<file path="src/common/perf_defs.svh">
// Monitor constants shared by RTL and testbench. The window must be at least 256 cycles.
// The divider width must hold a count times the permille scale.
`ifndef PERF_DEFS_SVH
`define PERF_DEFS_SVH

// Cluster size, one strobe bit per core in every event vector
`define PERF_NUM_CORES 4

// Enabled cycles per measurement window
`define PERF_WINDOW_CYCLES 256

// Counter and report field width
`define PERF_COUNT_WIDTH 32

// Dividend and quotient width of the shared divider
`define PERF_DIV_WIDTH 48

// Fixed-point scale of all ratios
`define PERF_PERMILLE 1000

// Rates reported while the matching divisor is still zero
`define PERF_BP_DEFAULT 850
`define PERF_L1_DEFAULT 950

// Upper bound for a plausible window IPC in permille
`define PERF_IPC_LIMIT 4000

`endif

</file>
<file path="src/common/perf_pkg.sv">
// Packed types for the performance monitor.
// All field widths come from perf_defs.svh.
`default_nettype none

`include "perf_defs.svh"

package perf_pkg;

    // ======================================================================
    // Per-core event strobes, one bit per core in each vector
    // ======================================================================
    typedef struct packed {
        logic [`PERF_NUM_CORES-1:0] active;
        logic [`PERF_NUM_CORES-1:0] retired;
        logic [`PERF_NUM_CORES-1:0] branch;
        logic [`PERF_NUM_CORES-1:0] mispredict;
        logic [`PERF_NUM_CORES-1:0] ic_hit;
        logic [`PERF_NUM_CORES-1:0] ic_miss;
        logic [`PERF_NUM_CORES-1:0] dc_hit;
        logic [`PERF_NUM_CORES-1:0] dc_miss;
    } core_events_t;

    // Sums over one measurement window
    typedef struct packed {
        logic [`PERF_COUNT_WIDTH-1:0] instructions;
        logic [`PERF_COUNT_WIDTH-1:0] cycles;        // Active core-cycles
    } window_sample_t;

    // Cumulative counts since reset
    typedef struct packed {
        logic [`PERF_COUNT_WIDTH-1:0] branches;
        logic [`PERF_COUNT_WIDTH-1:0] mispredicts;
        logic [`PERF_COUNT_WIDTH-1:0] l1_hits;
        logic [`PERF_COUNT_WIDTH-1:0] l1_accesses;   // I and D, hits plus misses
    } event_totals_t;

    // ======================================================================
    // Report, all ratios in permille
    // ======================================================================
    typedef struct packed {
        logic [`PERF_COUNT_WIDTH-1:0] current_ipc;
        logic [`PERF_COUNT_WIDTH-1:0] average_ipc;
        logic [`PERF_COUNT_WIDTH-1:0] peak_ipc;
        logic [`PERF_COUNT_WIDTH-1:0] total_instructions;
        logic [`PERF_COUNT_WIDTH-1:0] total_cycles;
        logic [`PERF_COUNT_WIDTH-1:0] bp_accuracy;
        logic [`PERF_COUNT_WIDTH-1:0] l1_hit_rate;
    } perf_report_t;

endpackage

`default_nettype wire

</file>
<file path="src/rtl/activity_window.sv">
// Windowed sums of retired instructions and active core-cycles.
// Assumes a core only retires while it is active.
`timescale 1ns/1ns
`default_nettype none

`include "perf_defs.svh"

module activity_window (
    input  logic                     clk_i,
    input  logic                     rst_ni,
    input  logic                     enable_i,
    input  perf_pkg::core_events_t   events_i,
    output perf_pkg::window_sample_t sample_o,
    output logic                     sample_valid_o
);

    localparam int CW = `PERF_COUNT_WIDTH;
    localparam int TW = $clog2(`PERF_WINDOW_CYCLES);
    localparam logic [TW-1:0] LAST = TW'(`PERF_WINDOW_CYCLES - 1);

    logic [TW-1:0] timer_q;
    logic [CW-1:0] instr_q;
    logic [CW-1:0] cyc_q;
    logic [CW-1:0] instr_nxt;
    logic [CW-1:0] cyc_nxt;
    logic          window_end;

    // Running sums including this cycle's strobes
    assign instr_nxt = instr_q + CW'($countones(events_i.retired));
    assign cyc_nxt   = cyc_q + CW'($countones(events_i.active));

    // Last enabled cycle of the window, its events still count
    assign window_end = enable_i && (timer_q == LAST);

    always_ff @(posedge clk_i or negedge rst_ni) begin
        if (!rst_ni) begin
            timer_q        <= '0;
            instr_q        <= '0;
            cyc_q          <= '0;
            sample_valid_o <= 1'b0;
        end else begin
            sample_valid_o <= window_end;
            // Timer and sums freeze while disabled
            if (window_end) begin
                timer_q <= '0;
                instr_q <= '0;
                cyc_q   <= '0;
            end else if (enable_i) begin
                timer_q <= timer_q + 1'b1;
                instr_q <= instr_nxt;
                cyc_q   <= cyc_nxt;
            end
        end
    end

    // Sample register, valid alongside the pulse
    always_ff @(posedge clk_i) begin
        if (window_end) begin
            sample_o.instructions <= instr_nxt;
            sample_o.cycles       <= cyc_nxt;
        end
    end

    // Over a whole window no core retires more than once per active cycle
    a_window_plausible: assert property (@(posedge clk_i) disable iff (!rst_ni)
        sample_valid_o |-> sample_o.instructions <= sample_o.cycles * `PERF_NUM_CORES);

endmodule

`default_nettype wire

</file>
<file path="src/rtl/event_tally.sv">
// Cumulative branch and L1 cache event counters, one cycle of latency.
// Assumes a mispredict strobe comes with its branch strobe.
`timescale 1ns/1ns
`default_nettype none

`include "perf_defs.svh"

module event_tally (
    input  logic                    clk_i,
    input  logic                    rst_ni,
    input  logic                    enable_i,
    input  perf_pkg::core_events_t  events_i,
    output perf_pkg::event_totals_t totals_o
);

    localparam int CW = `PERF_COUNT_WIDTH;

    logic [CW-1:0] pop_branch;
    logic [CW-1:0] pop_misp;
    logic [CW-1:0] pop_hit;
    logic [CW-1:0] pop_acc;

    // ======================================================================
    // Per-cycle popcounts across cores
    // ======================================================================
    assign pop_branch = CW'($countones(events_i.branch));
    assign pop_misp   = CW'($countones(events_i.mispredict));

    // I and D hits merge into one L1 figure
    assign pop_hit = CW'($countones(events_i.ic_hit)) + CW'($countones(events_i.dc_hit));

    // Every hit or miss is an access
    assign pop_acc = pop_hit
                   + CW'($countones(events_i.ic_miss))
                   + CW'($countones(events_i.dc_miss));

    // ======================================================================
    // Counters, never cleared except by reset
    // ======================================================================
    always_ff @(posedge clk_i or negedge rst_ni) begin
        if (!rst_ni) begin
            totals_o <= '0;
        end else if (enable_i) begin
            totals_o.branches    <= totals_o.branches + pop_branch;
            totals_o.mispredicts <= totals_o.mispredicts + pop_misp;
            totals_o.l1_hits     <= totals_o.l1_hits + pop_hit;
            totals_o.l1_accesses <= totals_o.l1_accesses + pop_acc;
        end
    end

    // Accuracy never drops below zero
    a_misp_le_branch: assert property (@(posedge clk_i) disable iff (!rst_ni)
        totals_o.mispredicts <= totals_o.branches);

endmodule

`default_nettype wire

</file>
<file path="src/perf_stats/ratio_divider.sv">
// Restoring unsigned divider, one quotient bit per cycle, WIDTH+1 cycles to done.
// The divisor must be nonzero, and start is only legal while idle.
`timescale 1ns/1ns
`default_nettype none

`include "perf_defs.svh"

module ratio_divider #(
    parameter int WIDTH = `PERF_DIV_WIDTH
) (
    input  logic             clk_i,
    input  logic             rst_ni,
    input  logic             start_i,
    input  logic [WIDTH-1:0] dividend_i,
    input  logic [WIDTH-1:0] divisor_i,
    output logic [WIDTH-1:0] quotient_o,
    output logic             busy_o,
    output logic             done_o
);

    localparam int CNTW = $clog2(WIDTH + 1);

    logic [WIDTH-1:0] rem_q;
    logic [WIDTH-1:0] quo_q;
    logic [WIDTH-1:0] dsr_q;
    logic [CNTW-1:0]  cnt_q;
    logic [WIDTH:0]   shifted;
    logic [WIDTH:0]   trial;

    // Bring down the next dividend bit, then trial subtract
    assign shifted = {rem_q, quo_q[WIDTH-1]};
    assign trial   = shifted - {1'b0, dsr_q};

    // Control, done is a single-cycle pulse
    always_ff @(posedge clk_i or negedge rst_ni) begin
        if (!rst_ni) begin
            busy_o <= 1'b0;
            done_o <= 1'b0;
            cnt_q  <= '0;
        end else begin
            done_o <= 1'b0;
            if (start_i && !busy_o) begin
                busy_o <= 1'b1;
                cnt_q  <= CNTW'(WIDTH);
            end else if (busy_o) begin
                cnt_q <= cnt_q - 1'b1;
                if (cnt_q == CNTW'(1)) begin
                    busy_o <= 1'b0;
                    done_o <= 1'b1;
                end
            end
        end
    end

    // Datapath, the quotient shifts in where the dividend shifts out
    always_ff @(posedge clk_i) begin
        if (start_i && !busy_o) begin
            rem_q <= '0;
            quo_q <= dividend_i;
            dsr_q <= divisor_i;
        end else if (busy_o) begin
            if (!trial[WIDTH]) begin
                rem_q <= trial[WIDTH-1:0];
                quo_q <= {quo_q[WIDTH-2:0], 1'b1};
            end else begin
                rem_q <= shifted[WIDTH-1:0];
                quo_q <= {quo_q[WIDTH-2:0], 1'b0};
            end
        end
    end

    assign quotient_o = quo_q;

    a_start_idle: assert property (@(posedge clk_i) disable iff (!rst_ni)
        start_i |-> !busy_o);
    a_divisor_nonzero: assert property (@(posedge clk_i) disable iff (!rst_ni)
        start_i |-> divisor_i != '0);

endmodule

`default_nettype wire

</file>
<file path="src/perf_stats/perf_stats.sv">
// Turns window samples and event totals into the report through one shared divider.
// Assumes the next sample only arrives after the previous report.
`timescale 1ns/1ns
`default_nettype none

`include "perf_defs.svh"

module perf_stats (
    input  logic                     clk_i,
    input  logic                     rst_ni,
    input  perf_pkg::window_sample_t sample_i,
    input  logic                     sample_valid_i,
    input  perf_pkg::event_totals_t  totals_i,
    output perf_pkg::perf_report_t   report_o,
    output logic                     report_valid_o
);

    localparam int CW = `PERF_COUNT_WIDTH;
    localparam int DW = `PERF_DIV_WIDTH;
    localparam logic [DW-1:0] SCALE_D = DW'(`PERF_PERMILLE);
    localparam logic [CW-1:0] SCALE_C = CW'(`PERF_PERMILLE);

    // One state per division, in issue order
    typedef enum logic [2:0] {S_IDLE, S_IPC, S_BP, S_L1, S_AVG, S_DONE} state_e;

    state_e                   state_q;
    logic                     pending_q;     // Division issued, waiting for done
    perf_pkg::window_sample_t smp_q;
    perf_pkg::event_totals_t  tot_q;
    perf_pkg::perf_report_t   work_q;        // Report being built
    logic [CW-1:0]            ipc_sum_q;
    logic [CW-1:0]            n_samples_q;

    logic [DW-1:0] op_dividend;
    logic [DW-1:0] op_divisor;
    logic [DW-1:0] div_quotient;
    logic [CW-1:0] op_default;
    logic [CW-1:0] q_lo;
    logic [CW-1:0] step_val;
    logic          in_div;
    logic          zero_div;
    logic          div_start;
    logic          div_busy;
    logic          div_done;
    logic          step_fire;

    // ======================================================================
    // Operand select, scaled by permille where a ratio is wanted
    // ======================================================================
    always_comb begin
        op_dividend = '0;
        op_divisor  = '0;
        op_default  = '0;
        case (state_q)
            S_IPC: begin
                op_dividend = DW'(smp_q.instructions) * SCALE_D;
                op_divisor  = DW'(smp_q.cycles);
            end
            S_BP: begin
                op_dividend = DW'(tot_q.mispredicts) * SCALE_D;
                op_divisor  = DW'(tot_q.branches);
                op_default  = CW'(`PERF_BP_DEFAULT);
            end
            S_L1: begin
                op_dividend = DW'(tot_q.l1_hits) * SCALE_D;
                op_divisor  = DW'(tot_q.l1_accesses);
                op_default  = CW'(`PERF_L1_DEFAULT);
            end
            S_AVG: begin
                op_dividend = DW'(ipc_sum_q);
                op_divisor  = DW'(n_samples_q);
            end
            default: ;
        endcase
    end

    assign in_div   = (state_q inside {S_IPC, S_BP, S_L1, S_AVG});
    assign zero_div = (op_divisor == '0);

    // A zero divisor skips the divider and takes the fixed value at once
    assign div_start = in_div && !pending_q && !zero_div;
    assign step_fire = in_div && (pending_q ? div_done : zero_div);

    // Quotients fit the count width
    assign q_lo = div_quotient[CW-1:0];

    // Accuracy is the complement of the misprediction ratio
    always_comb begin
        if (zero_div) begin
            step_val = op_default;
        end else if (state_q == S_BP) begin
            step_val = SCALE_C - q_lo;
        end else begin
            step_val = q_lo;
        end
    end

    ratio_divider #(
        .WIDTH(DW)
    ) u_div (
        .clk_i     (clk_i),
        .rst_ni    (rst_ni),
        .start_i   (div_start),
        .dividend_i(op_dividend),
        .divisor_i (op_divisor),
        .quotient_o(div_quotient),
        .busy_o    (div_busy),
        .done_o    (div_done)
    );

    // ======================================================================
    // Sequencer
    // ======================================================================
    always_ff @(posedge clk_i or negedge rst_ni) begin
        if (!rst_ni) begin
            state_q        <= S_IDLE;
            pending_q      <= 1'b0;
            work_q         <= '0;
            ipc_sum_q      <= '0;
            n_samples_q    <= '0;
            report_o       <= '0;
            report_valid_o <= 1'b0;
        end else begin
            report_valid_o <= 1'b0;
            case (state_q)
                S_IDLE: begin
                    if (sample_valid_i) begin
                        work_q.total_instructions <= work_q.total_instructions
                                                   + sample_i.instructions;
                        work_q.total_cycles <= work_q.total_cycles + sample_i.cycles;
                        n_samples_q <= n_samples_q + 1'b1;
                        state_q     <= S_IPC;
                    end
                end
                S_DONE: begin
                    report_o       <= work_q;
                    report_valid_o <= 1'b1;
                    state_q        <= S_IDLE;
                end
                default: begin
                    if (div_start) begin
                        pending_q <= 1'b1;
                    end
                    if (step_fire) begin
                        pending_q <= 1'b0;
                        case (state_q)
                            S_IPC: begin
                                work_q.current_ipc <= step_val;
                                ipc_sum_q <= ipc_sum_q + step_val;
                                if (step_val > work_q.peak_ipc) begin
                                    work_q.peak_ipc <= step_val;
                                end
                                state_q <= S_BP;
                            end
                            S_BP: begin
                                work_q.bp_accuracy <= step_val;
                                state_q <= S_L1;
                            end
                            S_L1: begin
                                work_q.l1_hit_rate <= step_val;
                                state_q <= S_AVG;
                            end
                            default: begin
                                work_q.average_ipc <= step_val;
                                state_q <= S_DONE;
                            end
                        endcase
                    end
                end
            endcase
        end
    end

    // Snapshot of the window and the totals at its end
    always_ff @(posedge clk_i) begin
        if (state_q == S_IDLE && sample_valid_i) begin
            smp_q <= sample_i;
            tot_q <= totals_i;
        end
    end

    a_no_overlap: assert property (@(posedge clk_i) disable iff (!rst_ni)
        sample_valid_i |-> state_q == S_IDLE);
    // While waiting, the divider is still working or just finished
    a_div_tracks: assert property (@(posedge clk_i) disable iff (!rst_ni)
        pending_q |-> div_busy || div_done);
    a_ipc_bound: assert property (@(posedge clk_i) disable iff (!rst_ni)
        report_valid_o |-> report_o.current_ipc <= CW'(`PERF_IPC_LIMIT));

endmodule

`default_nettype wire

</file>
<file path="src/rtl/perf_monitor_top.sv">
// Windowed performance monitor for the core cluster.
// Counting holds while enable_i is low, and a report pulses after each window.
`timescale 1ns/1ns
`default_nettype none

module perf_monitor_top (
    input  logic                   clk_i,
    input  logic                   rst_ni,
    input  logic                   enable_i,
    input  perf_pkg::core_events_t core_events_i,
    output perf_pkg::perf_report_t report_o,
    output logic                   report_valid_o
);

    perf_pkg::window_sample_t sample;
    logic                     sample_valid;
    perf_pkg::event_totals_t  totals;

    // Windowed activity path
    activity_window u_window (
        .clk_i         (clk_i),
        .rst_ni        (rst_ni),
        .enable_i      (enable_i),
        .events_i      (core_events_i),
        .sample_o      (sample),
        .sample_valid_o(sample_valid)
    );

    // Cumulative event path
    event_tally u_tally (
        .clk_i   (clk_i),
        .rst_ni  (rst_ni),
        .enable_i(enable_i),
        .events_i(core_events_i),
        .totals_o(totals)
    );

    perf_stats u_stats (
        .clk_i         (clk_i),
        .rst_ni        (rst_ni),
        .sample_i      (sample),
        .sample_valid_i(sample_valid),
        .totals_i      (totals),
        .report_o      (report_o),
        .report_valid_o(report_valid_o)
    );

endmodule

`default_nettype wire

</file>
<file path="config.mk">
export PLATFORM = sky130hd
export DESIGN_NAME = perf_monitor_top
export DESIGN_NICKNAME = d
export VERILOG_FILES = /design/src/common/perf_pkg.sv /design/src/rtl/activity_window.sv /design/src/rtl/event_tally.sv /design/src/perf_stats/ratio_divider.sv /design/src/perf_stats/perf_stats.sv /design/src/rtl/perf_monitor_top.sv
export VERILOG_INCLUDE_DIRS = /design/src /design/src/common
export SDC_FILE = /design/constraint.sdc
export NUM_CORES = 2
export LEC_CHECK = 0
export CELL_PAD_IN_SITES_DETAIL_PLACEMENT = 0
export CELL_PAD_IN_SITES_GLOBAL_PLACEMENT = 1
export CORE_ASPECT_RATIO = 1.1
export CORE_MARGIN = 1.5
export CORE_UTILIZATION = 30
export DETAILED_ROUTE_END_ITERATION = 6
export DONT_BUFFER_PORTS = 1
export PLACE_DENSITY_LB_ADDON = 0.1
export SYNTH_ARGS = -nofsm -noshare
export SYNTH_HDL_FRONTEND = slang
export SYNTH_SLANG_ARGS = --single-unit
</file>
<file path="constraint.sdc">
create_clock -name clk_i -period 8.5 [get_ports clk_i]
set_input_delay 1.275 -clock clk_i [delete_from_list [all_inputs] [get_ports clk_i]]
set_output_delay 1.275 -clock clk_i [all_outputs]
set_load 0.02 [all_outputs]
</file>
After elaboration in Yosys (flattened, before gate mapping)
Index checks and enable logic that the tools add are counted.
- bitwise gates (word level): 2
- shift operators: 0
- muxes and demuxes: 31
- divide/modulo/power cells: 0
- order comparisons: 1
- $mul: 3
- equality and inequality tests: 8
- add/subtract/negate cells: 41
- reduce and logical (&&, ||, !) cells: 26
- operator list (operator ; count):
    adder 32 bit ; 20
    2-to-1 mux 32 bit ; 6
    one-hot mux 42 bit (4 select lines) ; 1
    2-to-1 mux 48 bit ; 3
    one-hot mux 32 bit (4 select lines) ; 1
    multiplier 32 x 7 -> 39 bit (second input constant) ; 3
    subtractor 49 x 48 -> 49 bit ; 1
    zero test 48 bit ; 1
    adder 1 x 1 -> 2 bit ; 16
    adder 32 x 1 -> 32 bit (second input constant) ; 1
    greater-than comparator 32 bit ; 1
    subtractor 10 x 32 -> 32 bit (first input constant) ; 1
    one-hot mux 10 bit (2 select lines) ; 1
    2-to-1 mux 8 bit ; 2
    2-to-1 mux 6 bit ; 2
    AND reduction 3 bit ; 4
    2-to-1 mux 1 bit ; 11
    one-hot mux 3 bit (3 select lines) ; 1
    adder 8 x 1 -> 8 bit (second input constant) ; 1
    equality test 8 bit (second input constant) ; 1
    equality test 3 x 2 -> 1 bit (second input constant) ; 2
    equality test 3 bit (second input constant) ; 2
    equality test 6 x 1 -> 1 bit (second input constant) ; 1
    logical AND 1 bit ; 6
    other kinds (15) ; 23
- latch bits: 0
- memories kept: 0
- bits of input ports: 35
- bits in registers: 1126
- ROM bits: 0
- memory bits (writable): 0
- output and inout port bits: 225

Logic depth before layout (Yosys ltp)
- depth after elaboration: 7
- gate-level depth with buffers: 25
- mapped depth without buffers: 21

Cells and area by module
A second synthesis with hierarchy kept.
- cells, all modules: 7081
- area total of the unflattened synthesis: 71586.2 um^2
- modules (own cells, without submodules) (module ; area an instance (um^2) ; cells an instance ; times used ; sequential area each (um^2)):
    perf_stats ; 49552.5 ; 5066 ; 1 ; 18702.9
    ratio_divider ; 8582.0 ; 818 ; 1 ; 4043.9
    activity_window ; 6845.3 ; 609 ; 1 ; 3748.6
    event_tally ; 6606.3 ; 588 ; 1 ; 3203.1

Worst setup path after synthesis
No wires, ideal clock.
- path kind: register to register
- start: register u_stats.state_q[1]
- end: register u_stats.work_q[65] (netlist bit)
- period minus slack after synthesis: 6.938 ns
- data required time: 8.114 ns
- library setup time: 0.386 ns
- setup slack: 1.562 ns
- stages on the path, launching flop included: 7
- data arrival time: 6.552 ns
- cell sequence: dfrtp_1 > buf_6 > nor2b_1 > nand2_1 > inv_2 > clkbuf_1 > a21oi_1
- longest elaborated chain between the ends: 2
- RTL lines (item ; RTL line ; source):
    start, declared ; perf_stats.sv:26 ; state_e state_q;
    start signal, assigned ; perf_stats.sv:116 ; state_q <= S_IDLE;
    start signal, assigned ; perf_stats.sv:132 ; state_q <= S_IPC;
    start signal, assigned ; perf_stats.sv:138 ; state_q <= S_IDLE;
    zero test 3 bit ; perf_stats.sv:125 ; case (state_q)
    AND reduction 2 bit (no source line) ; -- ;
    end, declared ; perf_stats.sv:30 ; perf_pkg::perf_report_t work_q;
No other way between the ends.
A chain may end at the register's enable or synchronous reset.

Final worst setup path
- start: register u_stats.state_q[1]
- end: register u_stats.work_q[156] (netlist bit)
- longest elaborated chain between the ends: 6
- elaborated cells on any way between the ends: 18
- those cells by class: 1 x order compare; 5 x eq/ne; 5 x mux; 1 x bitwise; 6 x reduce/logical
- RTL lines (item ; RTL line ; source):
    equality test 3 bit, or another cell as far along ; perf_stats.sv:54 ; case (state_q)
    one-hot mux 32 bit (4 select lines) ; perf_stats.sv:54 ;
    zero test 48 bit ; perf_stats.sv:78 ; assign zero_div = (op_divisor == '0);
    2-to-1 mux 32 bit * ; perf_stats.sv:89 ; if (zero_div) begin
    via u_stats.step_val[9] ; perf_stats.sv:39 ; logic [CW-1:0] step_val;
    greater-than comparator 32 bit * ; perf_stats.sv:150 ; if (step_val > work_q.peak_ipc) begin
    AND reduction 4 bit (no source line) * ; -- ;
The timed path passes the listed nets; every way through them passes the cells marked *.

==> impl_metrics.ini <==
[placement]
placed_cell_area_sq_um = 72820
post-place-ws_ps = 1415
place.gp.congestion = 0.8008
numPortBuffers = 0
hpwl_mm = 150.8

[timing]
layout_setup_ws_ps = 1438
slew_headroom_pct = 16.73
final_hold_viol_count = 0
fin_skew_ps = 66.11
report.final.slew_viol_count = 0
rsz0062_at_grt = false
whs_ps = 221.8
tightest_slew_ps = 1249
max_freq_ghz = 0.1416
layout_min_cycle_time_ps = 7062
fin_crit_sh_pct = 83.08
finalSetupViolCount = 0
fin_setup_tns_ps = 0

[critical_path]
cpPeakStageDelay_ps = 800
crit_required_ps = 9140
critPathKind = flop to flop
cp_max_fo = 31
critPathLaunch = u_stats.state_q[1]
end_kind = flop
crit_slowest_cell = dfrtp_2
worstPathArrival_ps = 7700
critPathLaunchType = flop
timing.rr.start = u_stats.state_q[1]
path_cells = buf_4 > mux2_2 > a22oi_1 > nand4_1 > nor4_1 > a21oi_1 > nor2_4 > buf_4 > o21a_1 > inv_1 > ha_1 > a21o_1 > a21o_1 > a21o_1 > a21oi_1 > nor2b_1 > o21ai_0 > a211oi_1 > a2111oi_0 > a21oi_4 > buf_4 > mux2_1
path_delay_family = compound AO/OA/AOI/OAI gates
crit_buf_inv = 4

[final_layout]
drive_above_1_share_pct = 9.490
area.growth.synth_to_final_pct = 11.68
fin_nets = 7351
final_cell_mix = nand2_1, dfrtp_1, inv_1
stdcell_area_sq_um = 77360
fillers = 23120
layout_commonest_cell = nand2_1

[synth]
synth_area_leader_cell = dfrtp_1
syn_area_sq_um = 69270
async_reset_ff_share_pct = 65.41
syn_avg_cell_area_sq_um = 10.68
synthDistinctLibCells = 106
synth_top_area_share_pct = 26.23
ys_ff_latch = 1110
synth_nets = 7364
yosys_warnings = 0
ys.flop_type = dfrtp_1
postSynthCellCount = 6487
synth-edff-count = 336
synthTopCellsByArea = dfrtp_1, edfxtp_1, fa_1, ha_1, mux2_2
ys_seq_area_share_pct = 42.18

[die]
die_h_microns = 507.0
rows = 184
num_io_pins = 260
start_util_pct = 30.24
core-area_sq_um = 229100
die_area_sq_um = 233800
fp.dieW_microns = 461.1

[drt]
post_drt_wl_per_cell_microns = 20.75
num_vias = 46230
drc = 0
dr.pass1.iters = 5
first_iter_violations = 2667
routed_wl_mm = 200.3
ant_nets = 0
avgViaCountPerCell = 4.788

[cts]
insertion_delay_ps = 800
clk_pin_slew_ps = 60
cts_buffer_depth = 3
cts_setup_buffers = 0
clock-sinks = 1110
cts_hold_buf = 0
cts-htree-levels = 4
post_cts_resized = 0
root_buffer = clkbuf_16
cts_tree = done
tritoncts.num_buffers = 137

[worst_hold_path]
hp-class = input pin to asynchronous set/reset pin

[pwr]
combPwrFrac_pct = 16.4
ir_drop_v = 0.0002018
p_seq_share_pct = 42.1
swShare_pct = 29.65
powerDensity_nw_per_um2 = 183.6
intPower_mw = 9.992
power.leakage_nw = 35.77
p_clk_share_pct = 41.5
p_switching_mw = 4.212

[global_route]
grt_max_degree = 203
grt_usage_pct = 17.19
grtUsageMet1_pct = 24.12
grt_pass1_wl_mm = 307.5
grt_overflow = 0
grt_use_met2_pct = 27.86
busiest_layer = met2
first_global_vias = 47650
grt.met3_usage_pct = 2.386
grt_antenna_before_repair = 6

[run]
maxCapViolations = 0

[outcome]
status = finished clean
## state kept, by name, indices dropped and copies added, names as in the netlist, 2 cells and up, named ones only
register,count
u_stats.report_o,224
u_stats.work_q,224
u_stats.tot_q,128
u_tally.totals_o,128
u_stats.smp_q,64
u_window.sample_o,64
u_stats.u_div.quotient_o,48
u_stats.u_div.rem_q,48
u_stats.ipc_sum_q,32
u_stats.n_samples_q,32
u_stats.u_div.dsr_q,32
u_window.cyc_q,32
u_window.instr_q,32
u_window.timer_q,8
u_stats.u_div.cnt_q,6
u_stats.state_q,2
## through the flow
stage                     utilization (%)  power [mW]  instances
after floorplan                         -       7.583       6487
final                               33.77       14.20       9657
after detailed placement            31.79       8.461       9404
after CTS                           33.77       14.50       9655
after global routing                33.77       14.92       9657
after global placement              31.79       8.441       9404
## metal layers
layer  vias to the layer above  part of all wire [%]
met1                     23000                    48
met2                       650                    47
met3                       188                   3.6
met5                         -                     0
li1                      22390                     -
met4                         0                   2.1
## area by class of cell
cell class / instances / area, sq um / area share, %
clock buffer: 192 / 3890 / 5.029
timing repair buffer: 63 / 545.5 / 0.7052
antenna: 2 / 5.005 / 0.006470
inverter: 685 / 2581 / 3.337
multi-input combinational: 4477 / 36630 / 47.36
sequential: 1110 / 29220 / 37.77
clock inverter: 59 / 641.9 / 0.8297
tap: 3069 / 3840 / 4.964
## worst register-to-register path, stage by stage (launching register included)
cell	delay, ps
dfrtp_2	800
buf_4	400
mux2_2	370
a22oi_1	220
nand4_1	180
nor4_1	370
a21oi_1	270
nor2_4	590
buf_4	450
o21a_1	390
inv_1	110
ha_1	310
a21o_1	190
a21o_1	170
a21o_1	170
a21oi_1	140
nor2b_1	60
o21ai_0	140
a211oi_1	100
a2111oi_0	620
a21oi_4	220
buf_4	310
mux2_1	360
## cell families (layout without fill, tap and decap cells)
family | count (synthesis) | count (layout) | synth area share [%]
simple gates | 1601 | 1601 | 10.66
compound gates | 1240 | 1240 | 11.47
flops | 1110 | 1110 | 42.18
buf+inv | 900 | 999 | 5.060
fa+ha+maj | 842 | 842 | 19.35
xor+xnor | 440 | 440 | 5.591
mux | 354 | 354 | 5.683
other cells | 0 | 2 | 0
## power by group through the flow
stage | clock network, mW | logic (mW) | registers (mW)
after floorplan | 0 | 1.60 | 5.99
after CTS | 6.13 | 2.39 | 5.98
after global routing | 6.31 | 2.61 | 6.00
after detailed placement | 0 | 2.38 | 6.08
final | 5.90 | 2.33 | 5.98
after global placement | 0 | 2.36 | 6.08
## cells in the mapped netlist, drive strengths merged (147+ instances only)
library cell	instances
nand2	732
dfrtp	726
inv	684
ha	460
fa	382
o21ai	382
edfxtp	336
mux2	314
nor2	285
a21oi	270
xnor2	265
xor2	175
clkbuf	156
nand3	147
## worst paths after layout
path | endpoint | slack (ps) | cells past startpoint
setup / recovery | u_stats.work_q[156] | 1440 | 22
hold / removal | u_stats.report_o[64] | 220 | 0
setup reg to reg | u_stats.work_q[156] | 1440 | 22
hold reg to reg | u_stats.tot_q[97] | 460 | 0
max in group asynchronous | u_stats.report_o[23] | 5910 | 2
min in group clk_i | u_stats.tot_q[97] | 460 | 0
(Power assumes the default switching activity.)
